--- config.mk ---
export PLATFORM = sky130hd
export DESIGN_NAME = record_readout
export DESIGN_NICKNAME = d
export VERILOG_FILES = /design/src/verilog/errt_pkg.sv /design/src/verilog/record_readout.sv
export SDC_FILE = /design/constraint.sdc
export NUM_CORES = 1
export LEC_CHECK = 0
export ABC_CLOCK_PERIOD_IN_PS = 4050
export BUFFER_PORTS_ARGS = -buffer_cell sky130_fd_sc_hd__buf_2
export CAP_MARGIN = 10
export CORE_AREA = 2 2 39 41
export DETAILED_ROUTE_END_ITERATION = 10
export DIE_AREA = 0 0 41 43
export GPL_ROUTABILITY_DRIVEN = 1
export SYNTH_ARGS = -nofsm -noshare
export SYNTH_HDL_FRONTEND = slang
export SYNTH_SLANG_ARGS = --single-unit
--- constraint.sdc ---
create_clock -name clk -period 4.05 [get_ports clk]
set_input_delay 0 -clock clk [delete_from_list [all_inputs] [get_ports clk]]
set_output_delay 0 -clock clk [all_outputs]
set_load 0.01 [all_outputs]
--- src/verilog/errt_pkg.sv ---
package errt_pkg;

    // lanes per frame and the width of each per-lane field
    localparam int LANES = 16;
    localparam int ERR_W = 8;
    localparam int FLAG_W = 2;

    // the capture store holds 2**ADDR_W records
    localparam int ADDR_W = 3;

    // trigger threshold mode, a mode of m needs more than m PRBS flags
    localparam int MODE_W = 2;

    // record frame number and saturating drop counter
    localparam int FRAME_W = 16;
    localparam int DROP_W = 8;

    // largest number of credits the consumer may have outstanding
    localparam int CREDIT_MAX = 4;

    // frames per capture window: one before, the trigger frame, one after
    localparam int WIN = 3;

endpackage

--- src/verilog/record_readout.sv ---
`timescale 1ns/10ps

module record_readout #(
    parameter int CREDIT_MAX = errt_pkg::CREDIT_MAX
) (
    input  logic clk,
    input  logic rstb,
    input  logic credit_i,
    input  logic avail_i,
    output logic rd_en_o,
    output logic rec_valid_o
);

    localparam int CRED_W = $clog2(CREDIT_MAX + 1);

    logic [CRED_W-1:0] credit_cnt;

    // a pop needs a stored record and a credit to spend on it
    assign rd_en_o = avail_i && (credit_cnt != '0);

    // a returned credit and a pop in the same cycle cancel out
    always_ff @(posedge clk or negedge rstb) begin
        if (!rstb) begin
            credit_cnt <= '0;
        end else begin
            credit_cnt <= credit_cnt + CRED_W'(credit_i) - CRED_W'(rd_en_o);
        end
    end

    // the store answers a pop one cycle later, so valid is simply the delayed pop
    always_ff @(posedge clk or negedge rstb) begin
        if (!rstb) begin
            rec_valid_o <= 1'b0;
        end else begin
            rec_valid_o <= rd_en_o;
        end
    end

endmodule

==> metrics.md <==
| Metric | Value |
|---|---|
| Status | `completed` |
| Num CTS Buffers | `3` |
| GRT Residual Overflow | `0` |
| Nets | `32` |
| Initial antenna violation count | `0` |
| H-tree depth | `1` |
| Worst setup path class | `flip-flop to flip-flop` |
| HP Class | `input port to flip-flop` |
| Wire length per cell | `7.49 um` |
| Type of origin of the critical path | `flip-flop` |
| Finish-stage setup viols | `0` |
| Die Span X | `41 um` |
| CP endpoint kind | `flip-flop` |
| Worst EP required | `4150 ps` |
| Synth area leaders | `dfrtp_1 52%, ha_1 13%, xor3_1 12%` |
| Area leader, netlist | `dfrtp_1` |
| Power share of the combinational group | `39.9%` |
| Core outline area | `1380 um^2` |
| Initial DRC Count | `5` |
| PD cells | `722 nW/um^2` |
| Ant diodes | `0` |
| Dominant synthesized flop cell | `dfrtp_1` |
| Post-synth EDFFs | `0` |
| Post-CTS setup buffers | `0` |
| Vias post-DR | `120` |
| Longest Clk Path Bufs | `2` |
| Number of max-cap violations | `0` |
| Vias in the first global route | `118` |
| Final RePlAce weighted congestion | `0.654` |
| Pleak | `0.149 nW` |
| Clk Latency, worst-skew pair | `230 ps` |
| Placed insts | `34` |
| Psw | `59.2 uW` |
| Final wirelength | `292 um` |
| CTS sink cnt | `4` |
| Sequential area share after synthesis | `51.6%` |
| Post-synth top area share | `51.6%` |
| Layout area overhead | `45.2%` |
| Clk root buf | `clkbuf_4` |
| Internal Pwr Total | `144 uW` |
| Dpl hpwl | `233 um` |
| Standard-cell rows | `14` |
| Total track usage | `5.27%` |
| Slew margin rel. | `89.7%` |
| Synth Warn # | `0` |
| Antenna-violating nets left | `0` |
| CP Max Fanout | `3` |
| Clk pin slew, worst setup/hold paths | `40 ps` |
| Pin count of the biggest net entering global routing | `5` |
| Worst-margin pin slew | `155 ps` |
| Clk_skew | `0.786 ps` |
| Synth cell types | `6` |
| Synth Instances | `13` |
| Reg power frac | `35.9%` |
| Minimum clock period | `1970 ps` |
| Global-route wire length before repair | `517 um` |
| Setup TNS | `0 ps` |
| Clock share of power | `24.2%` |
| Synthesized area | `194 um^2` |
| Pre-antenna DRT Iters | `2` |
| Layout cells sized above 1 | `39.1%` |
| Layout Cells excl Fill | `39` |
| Seq cells post-synth | `4` |
| Syn_area_per_cell | `14.9 um^2` |
| I/O Pins | `6` |
| Final hold vios | `0` |
| Die Footprint | `1760 um^2` |
| DRC Markers | `0` |
| Via-to-Cell Ratio | `3.08` |
| IO buf count | `5` |
| Post_cts resized | `0` |
| Worst Path Arrival | `2080 ps` |
| RSZ-0062 raised after global routing | `false` |
| Syn Nets | `20` |
| Fin. max-slew vios | `0` |
| Part of the cycle the worst path needs | `48.8%` |
| Sw frac | `29.2%` |
| VDD IR max | `0.283 mV` |
| Fmax | `506 MHz` |
| Share of synthesized registers carrying an async set or reset | `100%` |
| Height of the die | `43 um` |
| Post-synth top cells | `4 x dfrtp_1, 4 x inv_1, 2 x ha_1` |
| Initial Util | `14.0%` |
| CTS tree | `built` |
## registers in the layout, indices dropped and copies added, names as in the netlist
signal / count
credit_cnt: 3
rec_valid_o: 1
## cells in the final DEF (no fill, tap or decap)
cell           instances
xor3_1                 1
fa_1                   1
dfrtp_1                4
ha_1                   2
o31a_2                 1
dlygate4sd3_1          2
buf_2                  5
clkbuf_4               3
inv_1                  4
## repair_timing
action	in CTS	in global routing
hold endpoints to repair	5	0
setup endpoints to repair	0	0
hold buffers	2	0
## power groups by stage
stage | clock (mW) | sequential, mW | combinational, mW
floorplan | 0 | 0.0730 | 0.0632
global placement | 0 | 0.0742 | 0.0759
detailed placement | 0 | 0.0741 | 0.0810
CTS | 0.0526 | 0.0736 | 0.0841
global route | 0.0569 | 0.0747 | 0.0916
finish | 0.0492 | 0.0730 | 0.0811
## worst paths after layout
kind | startpoint | slack [ps] | cells past startpoint | endpoint
worst max-delay path | credit_cnt[1] | 2080 | 7 | credit_cnt[2]
min in group asynchronous | rstb | 100 | 2 | credit_cnt[1]
worst min-delay path | avail_i | 30 | 2 | rec_valid_o
worst min register to register | credit_cnt[0] | 530 | 1 | rec_valid_o
worst max register to register | credit_cnt[1] | 2080 | 7 | credit_cnt[2]
max in group asynchronous | rstb | 3830 | 2 | credit_cnt[0]
## kinds of logic after synthesis
logic type	share of synthesized area, %
buf+inv	7.74
compound gates	5.16
fa+ha+maj	23.2
xor+xnor	12.3
flops	51.6
## area by class of cell
| cell class | count | area [um^2] |
|---|---|---|
| Sequential cell | 4 | 100 |
| Inverter | 4 | 15.0 |
| Timing Repair Buffer | 7 | 45.0 |
| Tap cell | 16 | 20.0 |
| Clock buffer | 3 | 22.5 |
| Fill cell | 151 | 1100 |
| Multi-Input combinational cell | 5 | 78.8 |
## per-layer routing
| metal | up-vias | routed length (um) | track usage, % |
|---|---|---|---|
| met2 | 8 | 93 | 4.38 |
| met3 | 0 | 50 | 6.28 |
| met4 | 0 | 0 | 4.00 |
| li1 | 61 | - | - |
| met5 | - | 0 | 0 |
| met1 | 51 | 148 | 6.62 |
## critical path, stage by stage (launching register included)
cell	delay, ps
dfrtp_1	410
o31a_2	360
ha_1	290
inv_1	50
ha_1	120
inv_1	50
fa_1	370
xor3_1	180
## metrics by stage
stage          setup slack [ps]  total power, mW  area [um^2]  util, %  hold WS (ps)
2_1_floorplan              2110            0.136          194        -          -296
3_3_place_gp               2070            0.150          239     17.3          -190
3_5_place_dp               2050            0.155          239     17.3          -192
4_1_cts                    2050            0.210          282     20.3          22.3
5_1_grt                    1980            0.223          282     20.3          19.2
6_report                   2080            0.203          282     20.3          27.9
(Power assumes the default switching activity.)
