[src/verilog/errt_pkg.sv]
package errt_pkg;

    // lanes per frame and the width of each per-lane field
    localparam int LANES = 16;
    localparam int ERR_W = 8;
    localparam int FLAG_W = 2;

    // the capture store holds 2**ADDR_W records
    localparam int ADDR_W = 3;

    // trigger threshold mode, a mode of m needs more than m PRBS flags
    localparam int MODE_W = 2;

    // record frame number and saturating drop counter
    localparam int FRAME_W = 16;
    localparam int DROP_W = 8;

    // largest number of credits the consumer may have outstanding
    localparam int CREDIT_MAX = 4;

    // frames per capture window: one before, the trigger frame, one after
    localparam int WIN = 3;

endpackage

[src/verilog/history_buffer.sv]
`timescale 1ns/10ps

module history_buffer #(
    parameter type frame_t = logic [7:0],
    parameter int  DEPTH   = 3
) (
    input  logic   clk,
    input  logic   rstb,
    input  frame_t frame_i,
    output frame_t hist_o [DEPTH]
);

    frame_t hist_q [DEPTH];

    // stage 0 holds the newest frame, each edge moves every frame one stage older
    always_ff @(posedge clk or negedge rstb) begin
        if (!rstb) begin
            for (int i = 0; i < DEPTH; i++) begin
                hist_q[i] <= '0;
            end
        end else begin
            hist_q[0] <= frame_i;
            for (int i = 1; i < DEPTH; i++) begin
                hist_q[i] <= hist_q[i-1];
            end
        end
    end

    assign hist_o = hist_q;

endmodule

[src/verilog/error_tracker.sv]
`timescale 1ns/10ps

module error_tracker
    import errt_pkg::*;
#(
    parameter int LANES  = errt_pkg::LANES,
    parameter int ERR_W  = errt_pkg::ERR_W,
    parameter int FLAG_W = errt_pkg::FLAG_W
) (
    input  logic                         clk,
    input  logic                         rstb,
    input  logic [MODE_W-1:0]            mode_i,
    input  logic [LANES-1:0]             prbs_flags_i,
    input  logic [LANES-1:0]             sliced_bits_i,
    input  logic [LANES-1:0][ERR_W-1:0]  est_error_i,
    input  logic [LANES-1:0][FLAG_W-1:0] sd_flags_i,
    output logic                         cap_o,
    output logic [LANES-1:0]             cap_frame_prbs_o,
    output logic [WIN*LANES-1:0]         cap_bits_o,
    output logic [WIN*LANES*ERR_W-1:0]   cap_error_o,
    output logic [WIN*LANES*FLAG_W-1:0]  cap_sdflags_o
);

    localparam int CNT_W = $clog2(LANES + 1);

    // error fields are two's complement, the sign is only interpreted downstream
    typedef logic [LANES-1:0]             lane_bits_t;
    typedef logic [LANES-1:0][ERR_W-1:0]  lane_error_t;
    typedef logic [LANES-1:0][FLAG_W-1:0] lane_flags_t;

    lane_bits_t  bits_hist    [WIN];
    lane_bits_t  prbs_hist    [WIN];
    lane_error_t error_hist   [WIN];
    lane_flags_t sdflags_hist [WIN];

    logic [CNT_W-1:0] ones;
    logic             trig_c;
    logic             trig_q;

    history_buffer #(.frame_t(lane_bits_t), .DEPTH(WIN)) u_bits_hist (
        .clk     (clk),
        .rstb    (rstb),
        .frame_i (sliced_bits_i),
        .hist_o  (bits_hist)
    );

    history_buffer #(.frame_t(lane_error_t), .DEPTH(WIN)) u_error_hist (
        .clk     (clk),
        .rstb    (rstb),
        .frame_i (est_error_i),
        .hist_o  (error_hist)
    );

    history_buffer #(.frame_t(lane_flags_t), .DEPTH(WIN)) u_sdflags_hist (
        .clk     (clk),
        .rstb    (rstb),
        .frame_i (sd_flags_i),
        .hist_o  (sdflags_hist)
    );

    history_buffer #(.frame_t(lane_bits_t), .DEPTH(WIN)) u_prbs_hist (
        .clk     (clk),
        .rstb    (rstb),
        .frame_i (prbs_flags_i),
        .hist_o  (prbs_hist)
    );

    // popcount of the newest registered PRBS flags against the mode threshold
    always_comb begin
        ones = '0;
        for (int i = 0; i < LANES; i++) begin
            ones = ones + CNT_W'(prbs_hist[0][i]);
        end
        trig_c = ones > CNT_W'(mode_i);
    end

    always_ff @(posedge clk or negedge rstb) begin
        if (!rstb) begin
            trig_q <= 1'b0;
        end else begin
            trig_q <= trig_c;
        end
    end

    // by the time trig_q is high the trigger frame has moved to stage 1
    assign cap_o            = trig_q;
    assign cap_frame_prbs_o = prbs_hist[1];

    // oldest frame (stage 2) lands in the low positions
    assign cap_bits_o    = {bits_hist[0], bits_hist[1], bits_hist[2]};
    assign cap_error_o   = {error_hist[0], error_hist[1], error_hist[2]};
    assign cap_sdflags_o = {sdflags_hist[0], sdflags_hist[1], sdflags_hist[2]};

endmodule

[config.mk]
export PLATFORM = sky130hd
export DESIGN_NAME = error_tracker
export DESIGN_NICKNAME = d
export VERILOG_FILES = /design/src/verilog/errt_pkg.sv /design/src/verilog/history_buffer.sv /design/src/verilog/error_tracker.sv
export SDC_FILE = /design/constraint.sdc
export NUM_CORES = 1
export LEC_CHECK = 0
export ABC_AREA = 1
export BUFFER_PORTS_ARGS = -buffer_cell sky130_fd_sc_hd__buf_2
export CORE_AREA = 2 2 292 294
export DETAILED_ROUTE_END_ITERATION = 12
export DIE_AREA = 0 0 294 296
export GPL_TIMING_DRIVEN = 0
export PLACE_DENSITY = 0.4
export SYNTH_ARGS = -nofsm -noshare
export SYNTH_HDL_FRONTEND = slang
export SYNTH_SLANG_ARGS = --single-unit
[constraint.sdc]
create_clock -name clk -period 7.15 [get_ports clk]
set_clock_uncertainty 0.15 [all_clocks]
set_input_delay 0.715 -clock clk [delete_from_list [all_inputs] [get_ports clk]]
set_output_delay 0.715 -clock clk [all_outputs]
set_load 0.005 [all_outputs]
==> impl_metrics.yaml <==
logic_synthesis:
  synth_top_cell_area_share_pct: 96.0
  most_numerous_cell_in_the_yosys_netlist: "sky130_fd_sc_hd__dfrtp_1"
  synth.yosys.warnings: 0
  post_syn_area_sq_mm: 0.0146
  seq_area_frac_synth_pct: 96.0
  yosys_most_used_dff: "sky130_fd_sc_hd__dfrtp_1"
  synthesis.area_per_instance_sq_um: 22.9
  count_of_cell_types_in_the_netlist: 8
  ys_async_rst_share_pct: 100
  leading_cell_types_by_total_area_after_synthesis: "sky130_fd_sc_hd__dfrtp_1 (96%), sky130_fd_sc_hd__fa_1 (1.4%), sky130_fd_sc_hd__buf_4 (0.82%)"
  post_synth_most_frequent_cells: "sky130_fd_sc_hd__dfrtp_1 (561), sky130_fd_sc_hd__inv_1 (31), sky130_fd_sc_hd__buf_4 (16), sky130_fd_sc_hd__fa_1 (10)"
  synth_fp_nets: 850
  synth.ff_latch_count: 561
  synthCells: 637
  synth_area_leader_cell: "sky130_fd_sc_hd__dfrtp_1"
  number_of_enable_flip_flop_cells_after_synthesis: 0
floorplan:
  placement_rows: 107
  die_width_um: 294
  die_h_um: 296
  design.core.area_sq_mm: 0.0842
  initial_core_util_pct: 17.4
  io_pins: 741
  floorplan.die_area_sq_mm: 0.0870
critical_path:
  critical_path.reg2reg.startpoint: "u_prbs_hist.hist_o[37]"
  crit_path_top_delay_cell: "sky130_fd_sc_hd__fa_1"
  cp_max_fo: 2
  crit_top_cell: "sky130_fd_sc_hd__fa_1"
  timing.critical_path.arrival_ns: 4.31
  r2r-end: "cap_o"
  reg2reg_depth: 13
  worst_setup_path_end_kind: "flop"
  critical-path-max-stage-delay_ns: 0.56
  cp_data_required_time_ns: 7.47
  worstSetupStartpointType: "flop"
  r2r_setup_slack_ns: 3.16
  critical_path_class: "flop to flop"
  cp_cell_sequence: "inv_1 > fa_1 > fa_1 > fa_1 > fa_1 > inv_1 > ha_1 > fa_1 > ha_1 > nand2_1 > nand2_1 > nand2_1 > nand3_1"
finish:
  final_layout_size_suffix_gt1_share_pct: 57.3
  final_area_sq_mm: 0.0222
  non_filler_cells_final: 2609
  layout.filler_cells: 8717
  layout_net_count: 1678
  area_delta_synth_final_pct: 51.9
  layout.core_utilization_pct: 26.4
flow_run:
  timing.max_cap.violations: 0
route:
  initial_drc_count: 199
  firstDrtPassIters: 4
  routed_wire_length_per_instance_um: 16.7
  detail_route.vias_per_cell: 3.23
  antenna_left: 0
  detail_route.drc_violations: 0
  postRouteWirelength_mm: 43.6
  dr_total_vias: 8440
sta:
  timing_max_transition_violations_final: 0
  rsz0062_at_grt: "false"
  maxClockFrequency_mhz: 251
  max-slew-margin-rel_pct: 41.1
  period_needed_ns: 3.99
  period_share_pct: 55.8
  hold_ws_ns: 0.0407
  worst-slew-pin-transition_ns: 0.883
  final_hold_viol_count: 0
  setup_viol: 0
place:
  port-buffer-count: 740
  gpl.final_weighted_congestion: 0.794
  placement.cell_area_sq_mm: 0.0198
  dp_cells: 2471
  hpwl_mm: 33.6
clocking:
  clock_edge_transition_at_the_registers_on_the_reported_setup_and_hold_paths_ns: 0.06
  cts_root_buf: "sky130_fd_sc_hd__clkbuf_16"
  htree_num_levels: 2
  cts_tree: "yes"
  cts_num_sinks: 561
  cts_repair_resize_count: 0
  max-clock-path-buffers: 3
  cts_made_buffers: 59
  cts_hold_buf: 23
  post-cts-setup-buffers: 0
  clkLatencyLatePin_ns: 0.61
grt:
  grt_pass1_wl_mm: 61.2
  first_global_vias: 9381
  globalRouteOverflowTotal: 0
  antenna_violations_before_repair: 15
  grt_max_degree: 122
  tot_gr_track_use_pct: 9.50
power_and_ir_drop:
  vdd_drop_max_v: 0.000202
  leakage_nw: 11.1
  power_per_cell_area_mw_per_mm2: 325
hold_path:
  min_path_type: "input pin to asynchronous set/reset pin"
status:
  status: "complete, no violations"
## metrics by stage
stage	power (mW)	worst slack, ns	setup TNS [ns]
final	7.22	3.16	0
after global routing	7.57	2.94	0
after CTS	7.37	3.12	0
after detailed placement	3.96	3.14	0
after global placement	3.97	-6.03	-3318.91
after floorplan	3.60	3.36	0
## critical path: cells and delay by family (launching register included)
family        cells  cell delay [ns]
buf+inv           2             0.12
simple gates      4             0.23
flops             1             0.41
fa+ha+maj         7             2.95
## cells in the final DEF, fill, tap and decap left out, types with 7 or more instances in the layout
| master | Yosys | routed |
|---|---|---|
| sky130_fd_sc_hd__nand2_1 | 7 | 7 |
| sky130_fd_sc_hd__dlygate4sd3_1 | 0 | 23 |
| sky130_fd_sc_hd__bufinv_16 | 0 | 11 |
| sky130_fd_sc_hd__buf_2 | 0 | 739 |
| sky130_fd_sc_hd__clkbuf_16 | 0 | 59 |
| sky130_fd_sc_hd__fa_1 | 10 | 10 |
| sky130_fd_sc_hd__clkbuf_8 | 0 | 15 |
| sky130_fd_sc_hd__clkinv_2 | 0 | 13 |
| sky130_fd_sc_hd__inv_1 | 31 | 31 |
| sky130_fd_sc_hd__buf_4 | 16 | 16 |
| sky130_fd_sc_hd__dfrtp_1 | 561 | 561 |
| sky130_fd_sc_hd__ha_1 | 7 | 7 |
## worst max path at each step
stage,startpoint,end,cells after the start
after floorplan,u_prbs_hist.hist_o[32],cap_o,13
after global placement,rstb,u_error_hist.hist_o[71],1
after detailed placement,u_prbs_hist.hist_o[37],cap_o,13
after CTS,u_prbs_hist.hist_o[37],cap_o,13
after global routing,u_prbs_hist.hist_o[37],cap_o,13
final,u_prbs_hist.hist_o[37],cap_o,13
## routing by layer
| layer | global-route usage, % | up-vias | wire (um) |
|---|---|---|---|
| met3 | 4.50 | 76 | 4920 |
| li1 | - | 3650 | - |
| met4 | 3.04 | 6 | 1060 |
| met2 | 16.8 | 472 | 22600 |
| met5 | 0 | - | 45 |
| met1 | 9.90 | 4236 | 15000 |
## registers in the layout, summed over array words and instances (netlist names)
signal and cells:
u_prbs_hist.hist_o 32, u_sdflags_hist.hist_o 96, u_error_hist.hist_o 384, u_bits_hist.hist_o 48
cap_o 1
## kinds of logic after synthesis
family	share of synthesized area (%)
adder cells (fa/ha/maj)	1.97
buffers and inverters	1.62
flip-flops	96.0
AND/OR/NAND/NOR	0.377
## where the power goes
part,switching [mW],internal (mW),leakage [nW],total [mW]
logic,0.257,0.219,3.45,0.475
clock network,1.26,2.07,1.07,3.32
registers,0.0773,3.34,6.54,3.42
## area by class of cell
cell class	instances	area, sq um	area share (%)
clock buffers	80	1710	7.68
diodes	5	12.5	0.0563
well taps	1090	1360	6.14
clock inverters	30	457	2.06
plain buffers	16	120	0.541
inverters	31	116	0.524
repair buffers	767	4050	18.3
multi-input cells	29	343	1.54
flip-flops and latches	561	14000	63.2
No activity file was read; power rests on OpenSTA's default activity.
